===== config.mk =====
export PLATFORM = sky130hd
export DESIGN_NAME = eeprom_bus_top
export DESIGN_NICKNAME = d
export VERILOG_FILES = /design/src/verilog/eeprom_pkg.sv /design/src/verilog/eeprom_dispatch.sv /design/src/verilog/eeprom_serial_ctrl.sv /design/src/verilog/eeprom_collect.sv /design/src/verilog/eeprom_bus_top.sv
export SDC_FILE = /design/constraint.sdc
export NUM_CORES = 1
export LEC_CHECK = 0
export BUFFER_PORTS_ARGS = -buffer_cell sky130_fd_sc_hd__buf_2
export CORE_ASPECT_RATIO = 0.9
export CORE_MARGIN = 1
export CORE_UTILIZATION = 50
export DETAILED_ROUTE_END_ITERATION = 7
export HOLD_SLACK_MARGIN = 0.15
export PLACE_DENSITY = 0.66
export SLEW_MARGIN = 5
export SYNTH_ARGS = -nofsm -noshare
export SYNTH_HDL_FRONTEND = slang
export SYNTH_SLANG_ARGS = --single-unit

===== constraint.sdc =====
create_clock -name CLK -period 3.7 [get_ports CLK]
set_input_delay 0 -clock CLK [delete_from_list [all_inputs] [get_ports CLK]]
set_output_delay 0 -clock CLK [all_outputs]
set_load 0.05 [all_outputs]

===== src/verilog/eeprom_pkg.sv =====
package eeprom_pkg;

    // four independent two-wire buses
    localparam int NUM_CHAN = 4;
    localparam int CHAN_W   = $clog2(NUM_CHAN);

    // 2 KB part, 11 address bits
    localparam int ADDR_W = 11;

    typedef logic [CHAN_W-1:0] chan_t;
    typedef logic [ADDR_W-1:0] addr_t;
    typedef logic [7:0]        byte_t;

    // upper nibble of the control byte
    localparam logic [3:0] DEV_TAG = 4'b1010;

    // CLK cycles per quarter SCL period
    localparam int QTR_CYCLES = 1;

    typedef enum logic [3:0]
    {
        IDLE,
        START,
        CTRL_W,     // control byte, write direction
        ADDR_LO,
        DATA_W,
        RESTART,    // repeated start before a read
        CTRL_R,
        DATA_R,
        STOP,
        DONE
    } ctrl_state_t;

endpackage


===== src/verilog/eeprom_dispatch.sv =====
`timescale 1ns/100ps

module eeprom_dispatch (
    input  logic                                CLK,
    input  logic                                RESET,
    input  logic                                wr,
    input  logic                                rd,
    input  eeprom_pkg::chan_t                   chan,
    input  eeprom_pkg::addr_t                   addr,
    input  eeprom_pkg::byte_t                   wdata,
    output logic [eeprom_pkg::NUM_CHAN-1:0]     start_wr,
    output logic [eeprom_pkg::NUM_CHAN-1:0]     start_rd,
    output eeprom_pkg::addr_t                   req_addr,
    output eeprom_pkg::byte_t                   req_wdata,
    output logic                                reject,
    input  logic [eeprom_pkg::NUM_CHAN-1:0]     done
);
    import eeprom_pkg::*;

    logic [NUM_CHAN-1:0] busy;
    logic [NUM_CHAN-1:0] sel;       // one-hot channel decode
    logic                req;
    logic                accept;

    always_comb
    begin
        sel       = '0;
        sel[chan] = 1'b1;
    end

    assign req    = wr || rd;
    assign accept = req && !busy[chan];

    always_ff @(posedge CLK)
    begin
        if (RESET)
        begin
            start_wr <= '0;
            start_rd <= '0;
            reject   <= 1'b0;
            busy     <= '0;
        end
        else
        begin
            start_wr <= (wr && accept) ? sel : '0;
            start_rd <= (rd && accept) ? sel : '0;
            reject   <= req && busy[chan];
            busy     <= (busy & ~done) | (accept ? sel : '0); // done only hits busy channels
        end
    end

    // shared request fields, valid with the start pulse
    always_ff @(posedge CLK)
    begin
        if (accept)
        begin
            req_addr  <= addr;
            req_wdata <= wdata;
        end
    end

    assert property (@(posedge CLK) disable iff (RESET) !(wr && rd))
        else $error("wr and rd high together");

endmodule


===== src/verilog/eeprom_serial_ctrl.sv =====
`timescale 1ns/100ps

module eeprom_serial_ctrl (
    input  logic                CLK,
    input  logic                RESET,
    input  logic                start_wr,
    input  logic                start_rd,
    input  eeprom_pkg::addr_t   req_addr,
    input  eeprom_pkg::byte_t   req_wdata,
    output logic                done,
    output eeprom_pkg::byte_t   rdata,
    output logic                nack,
    output logic                scl,
    output logic                sda_drive_low,
    input  logic                sda_in
);
    import eeprom_pkg::*;

    ctrl_state_t state;
    logic [3:0]  pre_cnt;       // CLK cycles within a quarter
    logic [1:0]  qtr;           // quarter of the current bit
    logic [3:0]  bit_cnt;       // 0..7 data, 8 acknowledge
    byte_t       shift_q;
    byte_t       data_q;        // write byte, later the read byte
    addr_t       addr_q;
    logic        is_rd;
    logic        tick;
    logic        bit_end;
    logic        ack_bit;
    logic        byte_state;    // master shifts a byte out
    logic        sample;        // middle of SCL high
    logic        go;

    assign go         = (state == IDLE) && (start_wr || start_rd);
    assign tick       = (pre_cnt == 4'(QTR_CYCLES - 1));
    assign bit_end    = tick && (qtr == 2'd3);
    assign sample     = tick && (qtr == 2'd2);
    assign ack_bit    = (bit_cnt == 4'd8);
    assign byte_state = state inside {CTRL_W, ADDR_LO, DATA_W, CTRL_R};

    assign done  = (state == DONE);
    assign rdata = data_q;

    always_comb
    begin
        case (state)
            IDLE, DONE: scl = 1'b1;
            START:      scl = (qtr != 2'd3);  // idle cycle is the first quarter
            STOP:       scl = (qtr != 2'd0);
            default:    scl = (qtr == 2'd1) || (qtr == 2'd2);
        endcase
    end

    always_comb
    begin
        case (state)
            START:   sda_drive_low = (qtr != 2'd0);
            RESTART: sda_drive_low = qtr[1];            // falls with scl high
            STOP:    sda_drive_low = (qtr != 2'd3);     // rises with scl high
            CTRL_W, ADDR_LO, DATA_W, CTRL_R:
                sda_drive_low = !ack_bit && !shift_q[7];
            default: sda_drive_low = 1'b0;   // idle, done, read byte, master nack
        endcase
    end

    always_ff @(posedge CLK)
    begin
        if (RESET)
        begin
            state   <= IDLE;
            pre_cnt <= '0;
            qtr     <= '0;
            bit_cnt <= '0;
            nack    <= 1'b0;
        end
        else
        begin
            if (state == IDLE || tick)
                pre_cnt <= '0;
            else
                pre_cnt <= pre_cnt + 4'd1;

            if (state != IDLE && tick)
                qtr <= qtr + 2'd1;

            if (bit_end && (byte_state || state == DATA_R))
                bit_cnt <= ack_bit ? 4'd0 : bit_cnt + 4'd1;

            // high sda on the ninth clock means no acknowledge
            if (sample && byte_state && ack_bit)
                nack <= nack | sda_in;

            case (state)
                IDLE:
                    if (go)
                    begin
                        state   <= START;
                        qtr     <= 2'd1;
                        bit_cnt <= '0;
                        nack    <= 1'b0;
                    end
                START:
                    if (bit_end)
                        state <= CTRL_W;
                CTRL_W:
                    if (bit_end && ack_bit)
                        state <= ADDR_LO;
                ADDR_LO:
                    if (bit_end && ack_bit)
                        state <= is_rd ? RESTART : DATA_W;
                DATA_W:
                    if (bit_end && ack_bit)
                        state <= STOP;
                RESTART:
                    if (bit_end)
                        state <= CTRL_R;
                CTRL_R:
                    if (bit_end && ack_bit)
                        state <= DATA_R;
                DATA_R:
                    if (bit_end && ack_bit)
                        state <= STOP;
                STOP:
                    if (bit_end)
                        state <= DONE;
                DONE:
                    state <= IDLE;
                default:
                    state <= IDLE;
            endcase
        end
    end

    always_ff @(posedge CLK)
    begin
        if (go)
        begin
            addr_q <= req_addr;
            data_q <= req_wdata;
            is_rd  <= start_rd;
        end
        else if (state == DATA_R && sample && !ack_bit)
            data_q <= {data_q[6:0], sda_in};    // msb first

        if (bit_end)
        begin
            case (state)
                START:   shift_q <= {DEV_TAG, addr_q[10:8], 1'b0};
                RESTART: shift_q <= {DEV_TAG, addr_q[10:8], 1'b1};
                CTRL_W:  shift_q <= ack_bit ? addr_q[7:0] : shift_q << 1;
                ADDR_LO: shift_q <= ack_bit ? data_q : shift_q << 1;
                default: shift_q <= shift_q << 1;
            endcase
        end
    end

    // dispatcher must hold requests while this channel is busy
    assert property (@(posedge CLK) disable iff (RESET)
        (start_wr || start_rd) |-> (state == IDLE))
        else $error("start pulse while controller not idle");

    assert property (@(posedge CLK) disable iff (RESET)
        ($changed(sda_drive_low) && !(state inside {START, RESTART, STOP}))
            |-> (!scl && !$past(scl)))
        else $error("sda changed while scl high");

endmodule


===== src/verilog/eeprom_collect.sv =====
`timescale 1ns/100ps

module eeprom_collect (
    input  logic                                        CLK,
    input  logic                                        RESET,
    input  logic [eeprom_pkg::NUM_CHAN-1:0]             done,
    input  eeprom_pkg::byte_t [eeprom_pkg::NUM_CHAN-1:0] rdata,
    input  logic [eeprom_pkg::NUM_CHAN-1:0]             nack,
    output logic                                        res_valid,
    output eeprom_pkg::chan_t                           res_chan,
    output eeprom_pkg::byte_t                           res_data,
    output logic                                        res_nack
);
    import eeprom_pkg::*;

    logic [NUM_CHAN-1:0]  pend;
    byte_t [NUM_CHAN-1:0] pend_data;
    logic [NUM_CHAN-1:0]  pend_nack;
    logic [NUM_CHAN-1:0]  cand;     // pending or completing now
    logic [NUM_CHAN-1:0]  grant;
    chan_t                last;     // last delivered channel
    chan_t                pick;
    logic                 found;

    always_comb
    begin
        chan_t idx;
        cand  = pend | done;
        found = 1'b0;
        pick  = last;
        grant = '0;
        for (int k = 1; k <= NUM_CHAN; k++)
        begin
            idx = chan_t'((int'(last) + k) % NUM_CHAN);
            if (!found && cand[idx])
            begin
                found = 1'b1;
                pick  = idx;
            end
        end
        if (found)
            grant[pick] = 1'b1;
    end

    always_ff @(posedge CLK)
    begin
        if (RESET)
        begin
            pend      <= '0;
            res_valid <= 1'b0;
            last      <= chan_t'(NUM_CHAN - 1);     // channel 0 first
        end
        else
        begin
            pend      <= cand & ~grant;
            res_valid <= found;
            if (found)
                last <= pick;
        end
    end

    always_ff @(posedge CLK)
    begin
        for (int i = 0; i < NUM_CHAN; i++)
        begin
            if (done[i])
            begin
                pend_data[i] <= rdata[i];
                pend_nack[i] <= nack[i];
            end
        end
        res_chan <= pick;
        res_data <= done[pick] ? rdata[pick] : pend_data[pick];    // bypass fresh result
        res_nack <= done[pick] ? nack[pick] : pend_nack[pick];
    end

    assert property (@(posedge CLK) disable iff (RESET) (done & pend) == '0)
        else $error("done for a channel with an undelivered result");

endmodule


===== src/verilog/eeprom_bus_top.sv =====
`timescale 1ns/100ps

module eeprom_bus_top (
    input  logic                                CLK,
    input  logic                                RESET,
    input  logic                                wr,
    input  logic                                rd,
    input  eeprom_pkg::chan_t                   chan,
    input  eeprom_pkg::addr_t                   addr,
    input  eeprom_pkg::byte_t                   wdata,
    output logic                                reject,
    output logic                                res_valid,
    output eeprom_pkg::chan_t                   res_chan,
    output eeprom_pkg::byte_t                   res_data,
    output logic                                res_nack,
    output logic [eeprom_pkg::NUM_CHAN-1:0]     scl,
    output logic [eeprom_pkg::NUM_CHAN-1:0]     sda_drive_low,
    input  logic [eeprom_pkg::NUM_CHAN-1:0]     sda_in
);
    import eeprom_pkg::*;

    logic [NUM_CHAN-1:0]  start_wr;
    logic [NUM_CHAN-1:0]  start_rd;
    logic [NUM_CHAN-1:0]  done;
    logic [NUM_CHAN-1:0]  nack;
    byte_t [NUM_CHAN-1:0] rdata;
    addr_t                req_addr;
    byte_t                req_wdata;

    eeprom_dispatch u_dispatch (
        .CLK        (CLK),
        .RESET      (RESET),
        .wr         (wr),
        .rd         (rd),
        .chan       (chan),
        .addr       (addr),
        .wdata      (wdata),
        .start_wr   (start_wr),
        .start_rd   (start_rd),
        .req_addr   (req_addr),
        .req_wdata  (req_wdata),
        .reject     (reject),
        .done       (done)
    );

    // one bus controller per channel
    for (genvar g = 0; g < NUM_CHAN; g++)
    begin : g_chan
        eeprom_serial_ctrl u_ctrl (
            .CLK            (CLK),
            .RESET          (RESET),
            .start_wr       (start_wr[g]),
            .start_rd       (start_rd[g]),
            .req_addr       (req_addr),
            .req_wdata      (req_wdata),
            .done           (done[g]),
            .rdata          (rdata[g]),
            .nack           (nack[g]),
            .scl            (scl[g]),
            .sda_drive_low  (sda_drive_low[g]),
            .sda_in         (sda_in[g])
        );
    end

    eeprom_collect u_collect (
        .CLK        (CLK),
        .RESET      (RESET),
        .done       (done),
        .rdata      (rdata),
        .nack       (nack),
        .res_valid  (res_valid),
        .res_chan   (res_chan),
        .res_data   (res_data),
        .res_nack   (res_nack)
    );

endmodule


Yosys cells after proc, flatten, opt, wreduce, memory -nomap -nowiden. Index checks and enable logic that the tools add are counted.

Eq/ne operators: 88. $add $sub $neg: 16. Bitwise logic cells: 12. Reduce and logical (&&, ||, !) cells: 128. Magnitude comparators: 8. Mux-type cells: 144. Multipliers: 0. Div/mod/pow operators: 0. Shift operators: 0.

Operators with widths (number): two-way mux 4 bit (50); two-way mux 8 bit (19); one-hot mux 4 bit (8 select lines) (4); one-hot mux 8 bit (4 select lines) (4); equality test 4 x 3 -> 1 bit, second input constant (16); logical AND 1 bit (53); equality test 4 bit, second input constant (12); != test 2 x 1 -> 1 bit, second input constant (20); adder 4 x 1 -> 4 bit, second input constant (8); binary-select mux 8 bit (select 2 bit) (2); equality test 4 x 2 -> 1 bit, second input constant (8); logical NOT 4 bit (8); two-way mux 2 bit (16); != test 2 bit, second input constant (16); AND reduction 8 bit (4); nonzero test 4 bit (8); two-way mux 1 bit (31); OR reduction 2 bit (14); less-than comparator 2 x 3 -> 1 bit, second input constant (6); logical OR 1 bit (17); binary-select mux 1 bit (select 2 bit) (8); equality test 2 bit, second input constant (8); equality test 4 x 1 -> 1 bit, second input constant (4); one-hot mux 1 bit (4 select lines) (4); other kinds (14) (56).

Memories kept: 0. Memory bits (read-only): 0. Bits in latches: 0. Register bits after elaboration: 258. Output and inout port bits: 21. Bits in writable memories: 0. Logic and storage cells: 452. Input port bits: 29.

Depth between registers and ports, before layout. Gate-level depths: netlist of run 1.

Depth after elaboration: 21. Mapped depth: 12.

Hierarchy. From an unflattened synthesis of run 1, not the netlist that was laid out.

Cell total of the unflattened synthesis: 991. Area, all modules: 12005.3 um^2.

Modules (own cells, without submodules): eeprom_serial_ctrl (g_chan[0].u_ctrl ...) (sequential area each 1141.1 um^2, cells each 184, area each 2159.6 um^2, times used 3); eeprom_collect (sequential area each 1441.4 um^2, cells each 152, area each 2306.0 um^2, times used 1); eeprom_serial_ctrl (g_chan[3].u_ctrl) (sequential area each 1141.1 um^2, cells each 224, area each 2168.3 um^2, times used 1); eeprom_dispatch (sequential area each 830.8 um^2, cells each 63, area each 1052.3 um^2, times used 1).

Worst setup path before layout of run 1. Ideal clock, no wire load.

Path type: flip-flop to flip-flop. From: register g_chan[2].u_ctrl.qtr[1]. To: register g_chan[2].u_ctrl.state[0]. Path slack: 0.886 ns. Clock period less this slack: 2.814 ns. Data required time: 3.614 ns. Stages on the path, launching flop included: 9. Arrival time: 2.729 ns. Path buffers: 0. Cells stage by stage: dfxtp_1 > ha_1 > nor4bb_1 > a21oi_1 > o21ai_0 > o21ai_0 > a21oi_1 > nor2_1 > a211oi_1.

Cells in the longest elaborated chain, start to end: 5. Elaborated cells on any way between the ends: 11. Classes of those cells: eq/ne (8); reduce/logical (3).

RTL lines: start, declared (RTL line eeprom_serial_ctrl.sv:21) `logic [1:0] qtr;`; start signal, assigned (RTL line eeprom_serial_ctrl.sv:84) `qtr <= qtr + 2'd1;`; equality test 2 bit (*) (RTL line eeprom_serial_ctrl.sv:36) `assign bit_end = tick && (qtr == 2'd3);`; logical AND 1 bit (*) (RTL line eeprom_serial_ctrl.sv:36); logical AND 1 bit; != test 2 bit (no source line) / != test 2 x 1 -> 1 bit (equally long branches); AND reduction 8 bit (no source line) (*); end signal, assigned (RTL line eeprom_serial_ctrl.sv:110) `state <= is_rd ? RESTART : DATA_W;`; end, declared (RTL line eeprom_serial_ctrl.sv:19) `ctrl_state_t state;`.

Every way passes the cells marked *; elsewhere a longest branch is shown, timed or not. A chain may end at the register's enable or synchronous reset.

Final worst setup path of run 1.
From: register g_chan[2].u_ctrl.state[3]. To: register u_collect.res_data[7].

Cells in the longest elaborated chain, start to end: 17. Elaborated cells on any way between the ends: 30. Classes of those cells: eq/ne (1); mux (22); bitwise (1); reduce/logical (6).

RTL lines: equality test 4 bit (*) (RTL line eeprom_serial_ctrl.sv:41) `assign done = (state == DONE);`; bitwise OR 4 bit (RTL line eeprom_collect.sv:28) `cand = pend | done;`; binary-select mux 1 bit (select 2 bit) (RTL line eeprom_collect.sv:35) `if (!found && cand[idx])`; two-way mux 1 bit (implied by the code) (RTL line eeprom_collect.sv:35); two-way mux 1 bit (RTL line eeprom_collect.sv:35); logical NOT 1 bit (RTL line eeprom_collect.sv:35); logical AND 1 bit (RTL line eeprom_collect.sv:35); two-way mux 1 bit (RTL line eeprom_collect.sv:35); logical NOT 1 bit (RTL line eeprom_collect.sv:35); logical AND 1 bit (RTL line eeprom_collect.sv:35); two-way mux 1 bit (RTL line eeprom_collect.sv:35); logical NOT 1 bit (RTL line eeprom_collect.sv:35); logical AND 1 bit (RTL line eeprom_collect.sv:35); two-way mux 2 bit (RTL line eeprom_collect.sv:35); binary-select mux 8 bit (select 2 bit) / binary-select mux 1 bit (select 2 bit) (equally long branches) (RTL line eeprom_collect.sv:73) `res_data <= done[pick] ? rdata[pick] : pend_data[pick];`; two-way mux 8 bit (implied by the code) / two-way mux 1 bit (equally long branches) (RTL line eeprom_collect.sv:73); two-way mux 8 bit (*) (RTL line eeprom_collect.sv:73); end signal, assigned (RTL line eeprom_collect.sv:73); end, declared (RTL line eeprom_collect.sv:11) `output eeprom_pkg::byte_t res_data,`.

Every way passes the cells marked *; elsewhere a longest branch is shown, timed or not. The select of a mux whose other input is x is not followed.

==> out/results.tsv, run 1 <==
stage	metric	value	unit
timing	tightest_slew	0.922	ns
finish	final_cell_mix	edfxtp_1 (167), nand2_1 (113), dfxtp_1 (91)	
timing	rsz0062_at_grt	no	
hold_path	holdCritPathClass	in -> reg	
drt	vias_per_cell	5.78	
floorplanning	num_io_pins	50	
synthesis	synth_edf_count	167	
grt	use_met1	35.8	%
pwr	power_frac_seq	47.6	%
worst_setup_path	slowest_stage	dfxtp_1	
worst_setup_path	critPathKind	reg -> reg	
hold_path	min_from	addr[1]	
timing	period_minus_slack	3.02	ns
drt	vias	8395	
floorplanning	fp-row-count	52	
worst_setup_path	critPathRequiredTime	4.11	ns
finish	area_delta_synth_final	15.4	%
grt	grt_pass1_vias	7888	
drt	drc	0	
finish	seqCellArea	6840	sq um
floorplanning	dieArea	24000	sq um
clock_network	clkLatencyLatePin	0.54	ns
finish	final_layout_size_suffix_gt1_share	14.7	%
pwr	finalPower	7.21	mW
timing	skew	0.0243	ns
floorplanning	start_util	51.6	%
grt	grt_overflow	0	
timing	period_share	81.6	%
clock_network	htree_levels	1	
clock_network	cts.sinks	258	
grt	grt-busiest-layer	met2	
worst_setup_path	crit_fanout	28	
pwr	switchingPower	1.94	mW
clock_network	cts_setup_buffers	0	
finish	layout_commonest_cell	edfxtp_1	
pwr	p_int	5.28	mW
timing	fmax	331	MHz
timing	relSlewSlack	38.0	%
drt	drtAntennaViolNets	0	
pwr	ir_worst_vdd	0.000529	V
worst_setup_path	endpoint_kind	flop	
pwr	power_density	534	nW/um^2
clock_network	clkTransAtPathRegs	0.06	ns
finish	num-fill-cells	1823	
pwr	clock_power_share	38.4	%
clock_network	cts_buffers	26	
clock_network	clk_path_buf_depth	3	
finish	stdcell_count	1452	
status	status	complete, no violations	
synthesis	synth_area_leader_cell	edfxtp_1	
floorplanning	die_w	163	microns
pwr	p_comb_share	14.0	%
grt	grt_pass1_wl	43.8	mm
grt	grt_use_met2	35.8	%
synthesis	netlist_area	11700	sq um
timing	whs	0.168	ns
worst_setup_path	critPathLaunch	g_chan[2].u_ctrl.state[3]	
placed_design	gp_congestion	0.868	
finish	layout.nets	1191	
grt	grt_max_degree	35	
synthesis	synth_nets	1113	
worst_setup_path	cp_num_buf_inv	2	
clock_network	cts_resized	0	
grt	use_met3	2.99	%
grt	track_usage	23.7	%
synthesis	synth_seq_area_share	58.4	%
worst_setup_path	critPathTopFamily	simple AND/OR/NAND/NOR gates	
synthesis	yosysWarnings	0	
placed_design	placed_cells_incl_taps	1367	
worst_setup_path	crit_path_start_kind	flop	
run	cap_violations	0	
timing	finalSetupTns	0	ns
placed_design	numPortBuffers	49	
finish	multi_input_area	4400	sq um
clock_network	root_buffer	clkbuf_16	
worst_setup_path	critPathArrivalTime	3.43	ns
synthesis	synthArstFlopShare	0	%
worst_setup_path	r2r_slack	0.68	ns
floorplanning	die-height	147	microns
grt	antenna_found_initial	1	
clock_network	cts_tree	yes	
placed_design	hpwl	19.0	mm
timing	setup_violations	0	
timing	hold_viol	0	
synthesis	synth.top_cell.area_share	42.8	%
synthesis	ys_seq_elements	258	
synthesis	synth_ff_type	edfxtp_1	
drt	drtIter0Drc	777	
pwr	swShare	26.9	%
synthesis	yosys-top-cells-area	edfxtp_1 (43%), dfxtp_1 (16%), nand2_1 (3.6%)	
drt	firstDrtPassIters	5	
worst_setup_path	crit_chain	nor4bb_4 -> or3_1 -> o32a_1 -> and3_1 -> inv_1 -> buf_4 -> mux4_2 -> mux2_2	
drt	wire_per_inst	19.5	microns
floorplanning	core-area	22700	sq um
synthesis	syn_avg_cell_area	11.1	sq um
worst_setup_path	max_stage_delay	0.56	ns
worst_setup_path	reg2reg_from	g_chan[2].u_ctrl.state[3]	
synthesis	netlist_instances	1056	
pwr	total_leakage_power	4.81	nW
drt	wirelength	28.3	mm
timing	slew_viol_final	0	
synthesis	synth_cell_types	60	
## Yosys cell counts, types with 11 or more instances
library cell  instances
edfxtp_1            167
nand2_1             113
dfxtp_1              91
nor2_1               79
a21oi_1              74
nor3_1               55
inv_1                50
clkbuf_1             43
o21ai_0              38
mux2_2               33
mux2i_1              32
nand3_1              31
ha_1                 28
nand2b_1             17
a32oi_1              13
a211oi_1             12
nor2b_1              12
and3_1               11
## layer usage
metal / vias to the layer above / share of wire (%)
met3: 43 / 6.7
li1: 4025 / -
met1: 4032 / 47
met4: 0 / 2.2
met2: 295 / 44
met5: - / 0
## power groups by stage
stage	Clock [mW]	Combinational (mW)	Sequential (mW)
2_1_floorplan	0	0.782	3.41
3_3_place_gp	0	0.958	3.49
3_5_place_dp	0	0.965	3.49
4_1_cts	2.80	1.00	3.43
5_1_grt	2.92	1.09	3.45
6_report	2.77	1.01	3.44
## worst register-to-register path, stage by stage (launching register included)
cell and delay (ns):
dfxtp_1 0.56, nor4bb_4 0.51, or3_1 0.18, o32a_1 0.16, and3_1 0.51, inv_1 0.15
buf_4 0.25, mux4_2 0.31, mux2_2 0.28
## path summary, 6_finish.rpt
check / cells after the start / to
worst min register to register: 0 / g_chan[2].u_ctrl.is_rd
worst min-delay path: 2 / u_dispatch.req_addr[1]
worst max register to register: 8 / u_collect.res_data[7]
worst max-delay path: 8 / u_collect.res_data[7]
## state kept, by name, summed over array words and instances (netlist names), 8 cells and up
name / cells
g_chan.u_ctrl.qtr: 8
g_chan.u_ctrl.rdata: 32
g_chan.u_ctrl.state: 16
u_dispatch.req_wdata: 8
u_dispatch.req_addr: 11
g_chan.u_ctrl.addr_q: 44
u_collect.pend_data: 32
g_chan.u_ctrl.shift_q: 32
u_collect.res_data: 8
g_chan.u_ctrl.bit_cnt: 16
g_chan.u_ctrl.pre_cnt: 16
## timing repair
item / in CTS / in global routing
hold buffers: 36 / 0
endpoints found under the setup margin: 0 / 0
hold endpoints to repair: 58 / 0
## cells by family after synthesis
| group | synth area share [%] |
|---|---|
| xor gates and xnor gates | 0.673 |
| muxes | 7.25 |
| buffers and inverters | 4.13 |
| DFF | 58.4 |
| adders and majority gates | 2.99 |
| and+or+nand+nor | 15.1 |
| AOI/OAI and AO/OA | 11.5 |
## stage by stage
step / utilization (%) / setup slack (ns) / instance area, sq um
4_1_cts: 59.5 / 0.686 / 13500
3_5_place_dp: 54.0 / 0.744 / 12300
6_report: 59.5 / 0.679 / 13500
2_1_floorplan: - / 0.886 / 11700
5_1_grt: 59.5 / 0.476 / 13500
3_3_place_gp: 54.0 / 0.802 / 12300
## area by class of cell
| type | count | share of cell area, % |
|---|---|---|
| Sequential cell | 258 | 50.6 |
| Multi-Input combinational cell | 684 | 32.6 |
| Timing Repair Buffer | 112 | 5.98 |
| Clock buffer | 29 | 4.97 |
| Tap cell | 297 | 2.75 |
| Clock inverter | 19 | 1.70 |
| Inverter | 52 | 1.44 |
| Antenna cell | 1 | 0.0185 |
Power figures use the tool's default switching activity.
==> inputs of run 2 (changes only) <==
--- a/config.mk
+++ b/config.mk
@@ -11,7 +11,7 @@
 export CORE_UTILIZATION = 50
 export DETAILED_ROUTE_END_ITERATION = 7
 export HOLD_SLACK_MARGIN = 0.15
-export PLACE_DENSITY = 0.66
+export PLACE_DENSITY = 0.68
 export SLEW_MARGIN = 5
 export SYNTH_ARGS = -nofsm -noshare
 export SYNTH_HDL_FRONTEND = slang
==> constraint.sdc (replaced) <==
create_clock -name CLK -period 2.5 [get_ports CLK]
set_input_delay 0 -clock CLK [delete_from_list [all_inputs] [get_ports CLK]]
set_output_delay 0 -clock CLK [all_outputs]
set_load 0.05 [all_outputs]
==> out/results.tsv, run 2 (synthesis gave the netlist of run 1 again) <==
stage	metric	value	unit
clock_network	htree_levels	1	
worst_setup_path	cp_common_cell	buf_4	
placed_design	gp_congestion	0.863	
grt	track_usage	24.6	%
clock_network	clk_path_buf_depth	3	
grt	grt_max_degree	37	
worst_setup_path	crit_fanout	16	
drt	wirelength	28.8	mm
timing	period_share	95.2	%
placed_design	numPortBuffers	49	
drt	wire_per_inst	19.3	microns
worst_setup_path	critPathTopFamily	simple AND/OR/NAND/NOR gates	
timing	finalSetupTns	0	ns
floorplanning	core-area	22700	sq um
clock_network	cts_buffers	27	
run	cap_violations	0	
timing	hold_viol	0	
pwr	total_leakage_power	5.00	nW
timing	skew	0.0134	ns
timing	fmax	420	MHz
drt	vias	8589	
pwr	switchingPower	2.87	mW
worst_setup_path	critPathArrivalTime	2.86	ns
finish	multi_input_area	4420	sq um
grt	grt_pass1_vias	8172	
floorplanning	dieArea	24000	sq um
worst_setup_path	cp_num_buf_inv	4	
pwr	p_comb_share	15.7	%
pwr	clock_power_share	37.5	%
drt	vias_per_cell	5.76	
worst_setup_path	crit_chain	nor4bb_4 -> buf_4 -> or3_1 -> o32a_1 -> and3_1 -> inv_1 -> buf_4 -> buf_6 -> nand2_1 -> a32oi_1 -> mux2_2	
timing	relSlewSlack	43.5	%
drt	firstDrtPassIters	5	
finish	final_cell_mix	edfxtp_1 (167), nand2_1 (113), dfxtp_1 (87)	
pwr	swShare	26.8	%
floorplanning	die-height	147	microns
clock_network	clkTransAtPathRegs	0.06	ns
worst_setup_path	reg2reg_depth	11	
finish	stdcell_count	1490	
floorplanning	num_io_pins	50	
clock_network	root_buffer	clkbuf_16	
worst_setup_path	slowest_stage	or3_1	
status	status	complete, no violations	
finish	num-fill-cells	1825	
timing	rsz0062_at_grt	no	
grt	grt_pass1_wl	45.2	mm
finish	area_delta_synth_final	18.2	%
worst_setup_path	crit-reg2reg-capture	u_collect.res_data[1]	
drt	drc	0	
clock_network	cts.sinks	258	
pwr	p_int	7.83	mW
worst_setup_path	critPathKind	reg -> reg	
finish	max_flop_register	g_chan.u_ctrl.addr_q	
finish	layout_commonest_cell	edfxtp_1	
hold_path	hold-path-endpoint	u_dispatch.req_wdata[5]	
worst_setup_path	max_stage_delay	0.34	ns
finish	final_layout_size_suffix_gt1_share	17.4	%
worst_setup_path	endpoint_kind	flop	
finish	layout.nets	1229	
placed_design	placed_cells_incl_taps	1401	
worst_setup_path	critPathRequiredTime	2.98	ns
floorplanning	die_w	163	microns
hold_path	hold_depth	2	
clock_network	cts_tree	yes	
worst_setup_path	crit_path_start_kind	flop	
timing	setup_violations	0	
clock_network	clkLatencyLatePin	0.54	ns
timing	tightest_slew	0.848	ns
timing	slew_viol_final	0	
pwr	power_frac_seq	46.8	%
hold_path	min_from	wdata[5]	
timing	period_minus_slack	2.38	ns
worst_setup_path	r2r_slack	0.12	ns
worst_setup_path	critPathLaunch	g_chan[2].u_ctrl.state[3]	
finish	antennaDiodeCount	0	
finish	seqCellArea	6840	sq um
drt	drtAntennaViolNets	0	
finish	largest_reg_flops	44	
floorplanning	start_util	51.6	%
worst_setup_path	reg2reg_from	g_chan[2].u_ctrl.state[3]	
placed_design	hpwl	19.5	mm
pwr	ir_worst_vdd	0.000710	V
hold_path	holdCritPathClass	in -> reg	
drt	drtIter0Drc	809	
grt	grt_overflow	0	
grt	antenna_found_initial	0	
pwr	power_density	773	nW/um^2
floorplanning	fp-row-count	52	
==> run 2: cell types whose count changed in the layout (fill, tap and decap cells not counted), moves of 3 or more <==
cell,change
clkinv_1,-5
buf_4,+31
buf_12,+3
clkbuf_1,+10
dfxtp_2,+3
dfxtp_1,-4
==> run 2: repair_timing <==
item | 4_1_cts | 5_1_grt
hold buffers | 38 | 0
setup buffers | 0 | 1
resized for setup | 0 | 3
setup endpoints to repair | 0 | 9
endpoints found under the hold margin | 54 | 0
==> run 2: layout make-up <==
type	count	share of cell area, %
clock buffer	41	5.40
clock inverter	9	0.976
multi-input combinational	684	31.9
tap	297	2.68
timing repair buffer	149	8.18
inverter	52	1.41
sequential	258	49.4
==> run 2: worst reg2reg max path: cells and delay by family, from the launching register on <==
family	cells	cell delay (ns)
multiplexers	1	0.19
buffers and inverters	4	0.65
AND/OR/NAND/NOR	4	0.77
flip-flops	1	0.32
AO/OA/AOI/OAI	2	0.40
==> run 2: routing by layer <==
layer	vias to the layer above	part of all wire [%]	wire length, microns	track usage (%)
met4	0	2.7	779	7.34
met2	310	45	12900	37.2
li1	4099	-	-	-
met3	49	8.1	2340	5.19
met1	4131	44	12800	35.4
met5	-	0	0	0
==> run 2: worst max path at each step <==
stage / to / cells past startpoint
after floorplan: u_collect.res_data[4] / 8
after global placement: u_collect.res_data[2] / 7
after detailed placement: u_collect.res_data[4] / 7
after CTS: u_collect.res_data[4] / 7
after global routing: u_collect.res_data[4] / 7
final: u_collect.res_data[1] / 11
==> run 2: power by group through the flow <==
stage	sequential [mW]	clock (mW)	combinational [mW]
6_report	5.01	4.01	1.68
5_1_grt	5.03	4.24	1.84
4_1_cts	5.01	4.05	1.65
3_5_place_dp	5.10	0	1.60
3_3_place_gp	5.09	0	1.58
2_1_floorplan	5.05	0	1.16
==> run 2: per-stage QoR <==
step | setup WS, ns | hold slack [ns] | area [sq um] | power [mW] | util (%)
detailed placement | 0.0979 | 0.178 | 12600 | 6.70 | 55.3
global route | 0.0148 | 0.158 | 13800 | 11.1 | 61.0
CTS | 0.0604 | 0.151 | 13800 | 10.7 | 60.9
global placement | 0.134 | 0.176 | 12600 | 6.67 | 55.3
floorplan | -0.0143 | 0.0989 | 11700 | 6.21 | -
finish | 0.121 | 0.166 | 13800 | 10.7 | 61.0
